File: config.mk
export PLATFORM = sky130hd
export DESIGN_NAME = ex_stage_top
export DESIGN_NICKNAME = d
export VERILOG_FILES = /design/src/source/ex_pkg.sv /design/src/source/ex_op_decode.sv /design/src/source/ex_alu.sv /design/src/source/ex_mult.sv /design/src/source/tmr_voter.sv /design/src/source/ex_wb_reg.sv /design/src/source/ex_stage_top.sv
export SDC_FILE = /design/constraint.sdc
export NUM_CORES = 2
export LEC_CHECK = 0
export ABC_AREA = 1
export BUFFER_PORTS_ARGS = -buffer_cell sky130_fd_sc_hd__buf_4
export CAP_MARGIN = 0
export CORE_MARGIN = 3
export CORE_UTILIZATION = 50
export DETAILED_ROUTE_END_ITERATION = 10
export PLACE_DENSITY_LB_ADDON = 0.1
export SKIP_CTS_REPAIR_TIMING = 1
export SYNTH_ARGS = -nofsm -noshare
export SYNTH_HDL_FRONTEND = slang
export SYNTH_SLANG_ARGS = --single-unit
File: constraint.sdc
create_clock -name clk -period 2.6 [get_ports clk]
set_input_delay 0.13 -clock clk [delete_from_list [all_inputs] [get_ports clk]]
set_output_delay 0.13 -clock clk [all_outputs]
set_load 0.02 [all_outputs]
File: src/source/ex_pkg.sv
////////////////////////////////////////////////////////////
// Shared widths, operation encodings and payload types of
// the hardened execute stage, referenced as ex_pkg::name
////////////////////////////////////////////////////////////
`default_nettype none

package ex_pkg;

  // Data path and replication
  localparam int XLEN         = 32;
  localparam int NUM_REPLICAS = 3;
  localparam int REG_ADDR_W   = 5;

  typedef logic [XLEN-1:0]         word_t;
  typedef logic [REG_ADDR_W-1:0]   reg_addr_t;
  typedef logic [NUM_REPLICAS-1:0] replica_mask_t;

  // Operation as issued to the stage
  typedef enum logic [4:0] {
    ADD, SUB, AND, OR, XOR, SLL, SRL, SRA, SLT, SLTU,
    BEQ, BNE, BLT, BGE,
    MUL, MULH, MULHSU, MULHU
  } ex_op_e;

  // ALU view of the operation
  typedef enum logic [3:0] {
    ALU_ADD, ALU_SUB, ALU_AND, ALU_OR, ALU_XOR,
    ALU_SLL, ALU_SRL, ALU_SRA, ALU_SLT, ALU_SLTU,
    ALU_BEQ, ALU_BNE, ALU_BLT, ALU_BGE
  } alu_op_e;

  // Multiplier view, low word or one of three high words
  typedef enum logic [1:0] {
    MUL_L, MUL_H, MUL_HSU, MUL_HU
  } mult_op_e;

  // ALU replica payload, voted as one unit
  typedef struct packed {
    word_t result;
    logic  cmp;
  } alu_out_t;

endpackage

`default_nettype wire

File: src/source/ex_op_decode.sv
////////////////////////////////////////////////////////////
// Operation decode for the execute stage, picks the unit,
// its opcode and the register write enable
////////////////////////////////////////////////////////////
`timescale 1ns/1ps
`default_nettype none

module ex_op_decode (
  input  logic             clk,
  input  ex_pkg::ex_op_e   op_i,
  output ex_pkg::alu_op_e  alu_op_o,
  output ex_pkg::mult_op_e mult_op_o,
  output logic             use_mult_o,
  output logic             is_branch_o,
  output logic             write_en_o
);

  always_comb begin
    alu_op_o    = ex_pkg::ALU_ADD;
    mult_op_o   = ex_pkg::MUL_L;
    use_mult_o  = 1'b0;
    is_branch_o = 1'b0;
    case (op_i)
      ex_pkg::ADD:  alu_op_o = ex_pkg::ALU_ADD;
      ex_pkg::SUB:  alu_op_o = ex_pkg::ALU_SUB;
      ex_pkg::AND:  alu_op_o = ex_pkg::ALU_AND;
      ex_pkg::OR:   alu_op_o = ex_pkg::ALU_OR;
      ex_pkg::XOR:  alu_op_o = ex_pkg::ALU_XOR;
      ex_pkg::SLL:  alu_op_o = ex_pkg::ALU_SLL;
      ex_pkg::SRL:  alu_op_o = ex_pkg::ALU_SRL;
      ex_pkg::SRA:  alu_op_o = ex_pkg::ALU_SRA;
      ex_pkg::SLT:  alu_op_o = ex_pkg::ALU_SLT;
      ex_pkg::SLTU: alu_op_o = ex_pkg::ALU_SLTU;
      // Branches only produce the compare flag
      ex_pkg::BEQ: begin
        alu_op_o    = ex_pkg::ALU_BEQ;
        is_branch_o = 1'b1;
      end
      ex_pkg::BNE: begin
        alu_op_o    = ex_pkg::ALU_BNE;
        is_branch_o = 1'b1;
      end
      ex_pkg::BLT: begin
        alu_op_o    = ex_pkg::ALU_BLT;
        is_branch_o = 1'b1;
      end
      ex_pkg::BGE: begin
        alu_op_o    = ex_pkg::ALU_BGE;
        is_branch_o = 1'b1;
      end
      // Multiplier group
      ex_pkg::MUL: begin
        mult_op_o  = ex_pkg::MUL_L;
        use_mult_o = 1'b1;
      end
      ex_pkg::MULH: begin
        mult_op_o  = ex_pkg::MUL_H;
        use_mult_o = 1'b1;
      end
      ex_pkg::MULHSU: begin
        mult_op_o  = ex_pkg::MUL_HSU;
        use_mult_o = 1'b1;
      end
      ex_pkg::MULHU: begin
        mult_op_o  = ex_pkg::MUL_HU;
        use_mult_o = 1'b1;
      end
      default: ;
    endcase
  end

  assign write_en_o = ~is_branch_o;

  // Undefined encodings would fall back to an ADD with write enable
  a_op_defined : assert property (@(posedge clk) op_i <= ex_pkg::MULHU);

endmodule

`default_nettype wire

File: src/source/ex_alu.sv
////////////////////////////////////////////////////////////
// One ALU replica, integer result plus compare flag
// fault_inject_i flips bit 0 and the flag for campaigns
////////////////////////////////////////////////////////////
`timescale 1ns/1ps
`default_nettype none

module ex_alu (
  input  ex_pkg::alu_op_e  alu_op_i,
  input  ex_pkg::word_t    operand_a_i,
  input  ex_pkg::word_t    operand_b_i,
  input  logic             fault_inject_i,
  output ex_pkg::alu_out_t result_o
);

  logic          [4:0] shamt;
  logic                lt_s;
  logic                lt_u;
  logic                eq;
  ex_pkg::word_t       res;
  logic                cmp;

  assign shamt = operand_b_i[4:0];
  assign lt_s  = $signed(operand_a_i) < $signed(operand_b_i);
  assign lt_u  = operand_a_i < operand_b_i;
  assign eq    = operand_a_i == operand_b_i;

  ////////////////////////////////////////////////////////////
  // Operation select
  ////////////////////////////////////////////////////////////
  always_comb begin
    res = '0;
    cmp = 1'b0;
    case (alu_op_i)
      ex_pkg::ALU_ADD: res = operand_a_i + operand_b_i;
      ex_pkg::ALU_SUB: res = operand_a_i - operand_b_i;
      ex_pkg::ALU_AND: res = operand_a_i & operand_b_i;
      ex_pkg::ALU_OR:  res = operand_a_i | operand_b_i;
      ex_pkg::ALU_XOR: res = operand_a_i ^ operand_b_i;
      ex_pkg::ALU_SLL: res = operand_a_i << shamt;
      ex_pkg::ALU_SRL: res = operand_a_i >> shamt;
      ex_pkg::ALU_SRA: res = ex_pkg::word_t'($signed(operand_a_i) >>> shamt);
      // Set-less-than also reports its outcome on the flag
      ex_pkg::ALU_SLT: begin
        res = {{(ex_pkg::XLEN-1){1'b0}}, lt_s};
        cmp = lt_s;
      end
      ex_pkg::ALU_SLTU: begin
        res = {{(ex_pkg::XLEN-1){1'b0}}, lt_u};
        cmp = lt_u;
      end
      // Branch compares, word stays zero
      ex_pkg::ALU_BEQ: cmp = eq;
      ex_pkg::ALU_BNE: cmp = ~eq;
      ex_pkg::ALU_BLT: cmp = lt_s;
      ex_pkg::ALU_BGE: cmp = ~lt_s;
      default: ;
    endcase
  end

  ////////////////////////////////////////////////////////////
  // Fault injection
  ////////////////////////////////////////////////////////////
  assign result_o.result = res ^ {{(ex_pkg::XLEN-1){1'b0}}, fault_inject_i};
  assign result_o.cmp    = cmp ^ fault_inject_i;

endmodule

`default_nettype wire

File: src/source/ex_mult.sv
////////////////////////////////////////////////////////////
// One multiplier replica returning the low or high word of
// the 64-bit product, with a bit 0 fault-injection hook
////////////////////////////////////////////////////////////
`timescale 1ns/1ps
`default_nettype none

module ex_mult (
  input  ex_pkg::mult_op_e mult_op_i,
  input  ex_pkg::word_t    operand_a_i,
  input  ex_pkg::word_t    operand_b_i,
  input  logic             fault_inject_i,
  output ex_pkg::word_t    result_o
);

  logic                              sign_a;
  logic                              sign_b;
  logic signed [ex_pkg::XLEN:0]      op_a_ext;
  logic signed [ex_pkg::XLEN:0]      op_b_ext;
  logic signed [2*ex_pkg::XLEN+1:0]  prod_full;
  ex_pkg::word_t                     res;

  // Operand signedness per opcode
  always_comb begin
    sign_a = 1'b0;
    sign_b = 1'b0;
    case (mult_op_i)
      ex_pkg::MUL_L, ex_pkg::MUL_H: begin
        sign_a = 1'b1;
        sign_b = 1'b1;
      end
      ex_pkg::MUL_HSU: sign_a = 1'b1;
      default: ;
    endcase
  end

  // One extra bit makes every mix a signed 33x33 product
  assign op_a_ext  = {sign_a & operand_a_i[ex_pkg::XLEN-1], operand_a_i};
  assign op_b_ext  = {sign_b & operand_b_i[ex_pkg::XLEN-1], operand_b_i};
  assign prod_full = op_a_ext * op_b_ext;

  assign res = (mult_op_i == ex_pkg::MUL_L) ? prod_full[ex_pkg::XLEN-1:0]
                                            : prod_full[2*ex_pkg::XLEN-1:ex_pkg::XLEN];

  assign result_o = res ^ {{(ex_pkg::XLEN-1){1'b0}}, fault_inject_i};

endmodule

`default_nettype wire

File: src/source/tmr_voter.sv
////////////////////////////////////////////////////////////
// Majority voter over the replica payloads of one unit,
// with a flag raised on any disagreement
////////////////////////////////////////////////////////////
`timescale 1ns/1ps
`default_nettype none

module tmr_voter #(
  parameter type payload_t = logic
) (
  input  logic     clk,
  input  logic     rst_n,
  input  payload_t replicas_i [ex_pkg::NUM_REPLICAS],
  output payload_t voted_o,
  output logic     mismatch_o
);

  logic r0_agrees;
  int unsigned vote_hits;
  int unsigned backers;
  logic        majority;

  // Replica 0 wins when any other copy backs it, else replica 1
  always_comb begin
    r0_agrees  = 1'b0;
    mismatch_o = 1'b0;
    for (int k = 1; k < ex_pkg::NUM_REPLICAS; k++) begin
      if (replicas_i[k] == replicas_i[0]) begin
        r0_agrees = 1'b1;
      end else begin
        mismatch_o = 1'b1;
      end
    end
    voted_o = r0_agrees ? replicas_i[0] : replicas_i[1];
  end

  // Copies backing the vote, and whether any value holds a majority
  always_comb begin
    vote_hits = 0;
    majority  = 1'b0;
    for (int j = 0; j < ex_pkg::NUM_REPLICAS; j++) begin
      if (voted_o == replicas_i[j]) begin
        vote_hits++;
      end
      backers = 0;
      for (int k = 0; k < ex_pkg::NUM_REPLICAS; k++) begin
        if (replicas_i[k] == replicas_i[j]) begin
          backers++;
        end
      end
      if (backers > ex_pkg::NUM_REPLICAS / 2) begin
        majority = 1'b1;
      end
    end
  end

  // A majority value always wins, otherwise the vote is still a real copy
  a_vote_majority : assert property (@(posedge clk) disable iff (!rst_n)
    majority ? (vote_hits > ex_pkg::NUM_REPLICAS / 2) : (vote_hits != 0));

endmodule

`default_nettype wire

File: src/source/ex_wb_reg.sv
////////////////////////////////////////////////////////////
// EX/WB register, selects the voted unit result and holds
// it under valid/ready flow control, one item at a time
////////////////////////////////////////////////////////////
`timescale 1ns/1ps
`default_nettype none

module ex_wb_reg (
  input  logic              clk,
  input  logic              rst_n,
  input  logic              in_valid_i,
  input  logic              write_en_i,
  input  logic              is_branch_i,
  input  logic              use_mult_i,
  input  ex_pkg::reg_addr_t rd_i,
  input  ex_pkg::alu_out_t  alu_res_i,
  input  logic              alu_mismatch_i,
  input  ex_pkg::word_t     mult_res_i,
  input  logic              mult_mismatch_i,
  input  logic              wb_ready_i,
  output logic              in_ready_o,
  output logic              wb_valid_o,
  output logic              wb_we_o,
  output ex_pkg::reg_addr_t wb_rd_o,
  output ex_pkg::word_t     wb_data_o,
  output logic              branch_taken_o,
  output logic              fault_detected_o
);

  logic          accept;
  ex_pkg::word_t unit_res;
  ex_pkg::word_t data_d;
  logic          taken_d;
  logic          fault_d;

  ////////////////////////////////////////////////////////////
  // Result select
  ////////////////////////////////////////////////////////////
  assign unit_res = use_mult_i ? mult_res_i : alu_res_i.result;
  assign data_d   = is_branch_i ? '0 : unit_res;
  assign taken_d  = is_branch_i & alu_res_i.cmp;
  assign fault_d  = use_mult_i ? mult_mismatch_i : alu_mismatch_i;

  ////////////////////////////////////////////////////////////
  // Flow control and pipeline register
  ////////////////////////////////////////////////////////////
  // Free slot, or the held result leaves this cycle
  assign in_ready_o = ~wb_valid_o | wb_ready_i;
  assign accept     = in_valid_i & in_ready_o;

  always_ff @(posedge clk or negedge rst_n) begin
    if (!rst_n) begin
      wb_valid_o       <= 1'b0;
      wb_we_o          <= 1'b0;
      wb_rd_o          <= '0;
      wb_data_o        <= '0;
      branch_taken_o   <= 1'b0;
      fault_detected_o <= 1'b0;
    end else if (accept) begin
      wb_valid_o       <= 1'b1;
      wb_we_o          <= write_en_i;
      wb_rd_o          <= rd_i;
      wb_data_o        <= data_d;
      branch_taken_o   <= taken_d;
      fault_detected_o <= fault_d;
    end else if (wb_ready_i) begin
      wb_valid_o <= 1'b0;
    end
  end

  // Back-pressure freezes the whole output bundle
  a_hold_on_stall : assert property (@(posedge clk) disable iff (!rst_n)
    (wb_valid_o && !wb_ready_i) |=> (wb_valid_o && $stable(wb_we_o) && $stable(wb_rd_o) &&
      $stable(wb_data_o) && $stable(branch_taken_o) && $stable(fault_detected_o)));

endmodule

`default_nettype wire

File: src/source/ex_stage_top.sv
////////////////////////////////////////////////////////////
// Hardened execute stage top, triplicated ALU and
// multiplier, majority vote and EX/WB register
////////////////////////////////////////////////////////////
`timescale 1ns/1ps
`default_nettype none

module ex_stage_top (
  input  logic                  clk,
  input  logic                  rst_n,
  input  logic                  in_valid_i,
  input  ex_pkg::ex_op_e        op_i,
  input  ex_pkg::word_t         operand_a_i,
  input  ex_pkg::word_t         operand_b_i,
  input  ex_pkg::reg_addr_t     rd_i,
  input  ex_pkg::replica_mask_t fault_mask_i,
  input  logic                  wb_ready_i,
  output logic                  in_ready_o,
  output logic                  wb_valid_o,
  output logic                  wb_we_o,
  output ex_pkg::reg_addr_t     wb_rd_o,
  output ex_pkg::word_t         wb_data_o,
  output logic                  branch_taken_o,
  output logic                  fault_detected_o
);

  ex_pkg::alu_op_e  alu_op;
  ex_pkg::mult_op_e mult_op;
  logic             use_mult;
  logic             is_branch;
  logic             write_en;

  ex_pkg::alu_out_t alu_res  [ex_pkg::NUM_REPLICAS];
  ex_pkg::word_t    mult_res [ex_pkg::NUM_REPLICAS];
  ex_pkg::alu_out_t alu_voted;
  ex_pkg::word_t    mult_voted;
  logic             alu_mismatch;
  logic             mult_mismatch;

  ////////////////////////////////////////////////////////////
  // Decode
  ////////////////////////////////////////////////////////////
  ex_op_decode i_ex_op_decode (
    .clk         (clk),
    .op_i        (op_i),
    .alu_op_o    (alu_op),
    .mult_op_o   (mult_op),
    .use_mult_o  (use_mult),
    .is_branch_o (is_branch),
    .write_en_o  (write_en)
  );

  ////////////////////////////////////////////////////////////
  // Replicated units, each with its own mask bit
  ////////////////////////////////////////////////////////////
  for (genvar i = 0; i < ex_pkg::NUM_REPLICAS; i++) begin : gen_replica
    ex_alu i_ex_alu (
      .alu_op_i       (alu_op),
      .operand_a_i    (operand_a_i),
      .operand_b_i    (operand_b_i),
      .fault_inject_i (fault_mask_i[i]),
      .result_o       (alu_res[i])
    );

    ex_mult i_ex_mult (
      .mult_op_i      (mult_op),
      .operand_a_i    (operand_a_i),
      .operand_b_i    (operand_b_i),
      .fault_inject_i (fault_mask_i[i]),
      .result_o       (mult_res[i])
    );
  end

  // Voters
  tmr_voter #(.payload_t(ex_pkg::alu_out_t)) i_alu_voter (
    .clk        (clk),
    .rst_n      (rst_n),
    .replicas_i (alu_res),
    .voted_o    (alu_voted),
    .mismatch_o (alu_mismatch)
  );

  tmr_voter #(.payload_t(ex_pkg::word_t)) i_mult_voter (
    .clk        (clk),
    .rst_n      (rst_n),
    .replicas_i (mult_res),
    .voted_o    (mult_voted),
    .mismatch_o (mult_mismatch)
  );

  ////////////////////////////////////////////////////////////
  // Write-back register
  ////////////////////////////////////////////////////////////
  ex_wb_reg i_ex_wb_reg (
    .clk              (clk),
    .rst_n            (rst_n),
    .in_valid_i       (in_valid_i),
    .write_en_i       (write_en),
    .is_branch_i      (is_branch),
    .use_mult_i       (use_mult),
    .rd_i             (rd_i),
    .alu_res_i        (alu_voted),
    .alu_mismatch_i   (alu_mismatch),
    .mult_res_i       (mult_voted),
    .mult_mismatch_i  (mult_mismatch),
    .wb_ready_i       (wb_ready_i),
    .in_ready_o       (in_ready_o),
    .wb_valid_o       (wb_valid_o),
    .wb_we_o          (wb_we_o),
    .wb_rd_o          (wb_rd_o),
    .wb_data_o        (wb_data_o),
    .branch_taken_o   (branch_taken_o),
    .fault_detected_o (fault_detected_o)
  );

endmodule

`default_nettype wire

==> run metrics <==
minimum clock period=around 7000 ps; clock tree sinks=41; initial antenna violation count=11; die footprint=~110000 um^2; commonest non-fill, non-tap cell in the layout=nand2_1; ys async rst share=100%; Worst setup endpoint=i_ex_wb_reg.wb_data_o[19]; Die Wd=about 330 um; GP Congestion=between 1 and 1.5; period utilisation layout=266%; Synth area leaders=fa_1 (43%), nand2_1 (15%), inv_1 (13%), ha_1 (7.8%), nand3_1 (4.6%); Max-slew headroom=between 40% and 50%; Yosys warning total=0; failing checks=negative setup slack; max frequency=approximately 140 MHz; Layout Skew=4.43 ps; Arr. time, crit path=approximately 7200 ps; Final Hold Viols=0; Clock Tree Buf Depth=2; crit path max fanout=8; worst r2r path cells=7; vias post-DR=52400; startpoint types=primary input; IO Count=around 120; DRT Pass-1 Iters=6; Die Height=about 330 um; Reg2Reg Setup Slack=around 820 ps; initial core utilization=approximately half; H-Tree Depth=2; RR Endpoint=i_ex_wb_reg.branch_taken_o; RSZ-0062 raised after global routing=yes; Worst Tran Pin Value=a little under 900 ps; worst r2r src=i_ex_wb_reg.wb_valid_o; Mapped Cells=7321; Crit Path Category=in2reg; xor/xnor share of the synthesized area=less than 1%; FILL cells=9302; pin count of the biggest net entering global routing=74; GR Overflow Total=0; DRC violations left=0; mux contribution to synthesized area=0.0194%; final HPWL from detailed placement=192 mm; Seq/Total Area, Yosys=between 1.5 and 2%; Post-Syn Area per Cell=between 7 and 8 um^2; Worst-path clk slew=approximately 70 ps; footprint of the multi-input gates=~45000 um^2; Syn Nets=approximately 8800; max incr delay on CP=580 ps; area delta synth->final=28.1%; vias in the first global route=52800; core area=a little over 100000 um^2; CTS tree=done; Root Driver=clkbuf_16; post-detailed-route count of antenna-violating nets=0; DR vias/cell=roughly 5.4; Finished Core Util=around two thirds; # rows=117; total track usage=around 41%; cell taking the most area after synthesis=fa_1; Final Non-Filler Cells=about 9700; Nets=9806; crit path max-delay cell type=fa_2; status=complete, but fails checks; Post-synth EDFFs=0; Port Buffers=about 120; Final Setup Violations=32; share of post-route cells with drive strength above 1=about 22%; most frequent cells in the layout=nand2_1 (2003), inv_1 (1752), buf_4 (1128), fa_1 (1074), nand3_1 (441); Compound-Gate Fraction of Synth Area=5.67%; worst setup path start=op_i[1]; Synth Area in Adders=approximately 51%; Iteration-0 DRC Markers=about 4800; total of max-cap violations=0; simple-gate share of the synthesized area=approximately a quarter; first-pass GRT wire length=327 mm; Yosys cell types=between 50 and 60; CP Data Required Time=between 2000 and 3000 ps; WL/cell=about 23 um; slack of the critical path=-4320 ps; worst hold-check path type=in2reg; FF+latch count, synth=just over 40; main combinational cell family by area after synthesis=adder cells; Synth top area share=around 43%; Placed Cells=9587; Slew Viols, Final=0; Top FF cell, synth=dfrtp_1; Seq. cell area=a little over 1000 um^2; Routed WL=222 mm; CP endpoint kind=register; worst skew pair latency=just over 300 ps; mapped cell area=51600 um^2; CTS Buf Count=5
synth_stat cells (3+ instances only):
master and n:
a211oi_1 3, a21boi_0 4, a21o_1 14, a21oi_1 226, and2_1 7, buf_1 31, buf_2 66, buf_4 13
buf_6 3, clkbuf_1 247, clkbuf_2 4, dfrtp_1 41, fa_1 1116, ha_1 320, inv_1 1820, inv_2 13
nand2_1 2110, nand2_2 5, nand3_1 477, nand3b_1 13, nand4_1 62, nor2_1 349, nor2_2 5, nor2_4 3
nor3_1 23, nor4_1 6, o211ai_1 15, o21a_1 9, o21ai_0 190, o21ai_1 12, o21bai_1 23, o221ai_1 6
o22ai_1 19, or2_2 6, xnor2_1 22, xor2_1 7
flip-flops by register name, summed over array words and instances, names as in the netlist:
register and cells:
i_ex_wb_reg.fault_detected_o 1, i_ex_wb_reg.wb_we_o 1, i_ex_wb_reg.branch_taken_o 1, i_ex_wb_reg.wb_valid_o 1
i_ex_wb_reg.wb_rd_o 5, i_ex_wb_reg.wb_data_o 32
worst min path at each step:
stage	from	endpoint	slack (ps)	cells after the start
final	rd_i[2]	i_ex_wb_reg.wb_rd_o[2]	20	3
after global routing	rd_i[0]	i_ex_wb_reg.wb_rd_o[0]	30	3
after CTS	rst_n	i_ex_wb_reg.wb_rd_o[2]	-150	1
after detailed placement	rst_n	i_ex_wb_reg.wb_data_o[3]	180	1
after global placement	rst_n	i_ex_wb_reg.wb_data_o[3]	180	1
after floorplan	rst_n	i_ex_wb_reg.branch_taken_o	-170	0
critical path: cells and delay by family:
kind	cells	cell delay [ps]
AND/OR/NAND/NOR	15	1380
adder cells (fa/ha/maj)	9	4410
buffers and inverters	14	1200
layer usage:
metal / global-route usage, % / vias up / part of all wire, %
li1: - / 23300 / -
met1: 53.5 / 25900 / 38
met2: 66.3 / 2459 / 45
met3: 8.40 / 634 / 9.9
met4: 20.3 / 2 / 7.2
met5: 0 / - / 0.0058
through the flow:
step                setup slack [ps]  hold slack, ps  cell area [um^2]  setup TNS (ps)
global placement               -4930             183             62800         -152420
floorplan                      -4190            -166             52600         -124230
finish                         -4320            18.8             66100         -133000
detailed placement             -4930             183             62800         -152970
CTS                            -4620            -145             63000         -143100
global route                   -4550            28.4             66100         -140300
final cells by class:
class	count	share of cell area (%)
inverters	1836	10.5
repair buffers	1325	17.6
flip-flops and latches	41	1.55
diodes	6	0.0227
clock buffers	5	0.189
well taps	1368	2.59
clock inverters	3	0.104
multi-input cells	5080	67.4
cells by family (layout without fill, tap and decap cells):
| kind of cell | after synthesis | count (layout) |
|---|---|---|
| buffers and inverters | 2200 | 3169 |
| flip-flops | 41 | 41 |
| multiplexers | 1 | 1 |
| adder cells (fa/ha/maj) | 1436 | 1436 |
| AND/OR/NAND/NOR | 3081 | 3081 |
| XOR/XNOR | 29 | 29 |
| other | 0 | 6 |
| AO/OA/AOI/OAI | 533 | 533 |
Power is left out: the tool's default activity adds up to more than one toggle a clock period on the data nets, which glitch-free logic cannot reach.
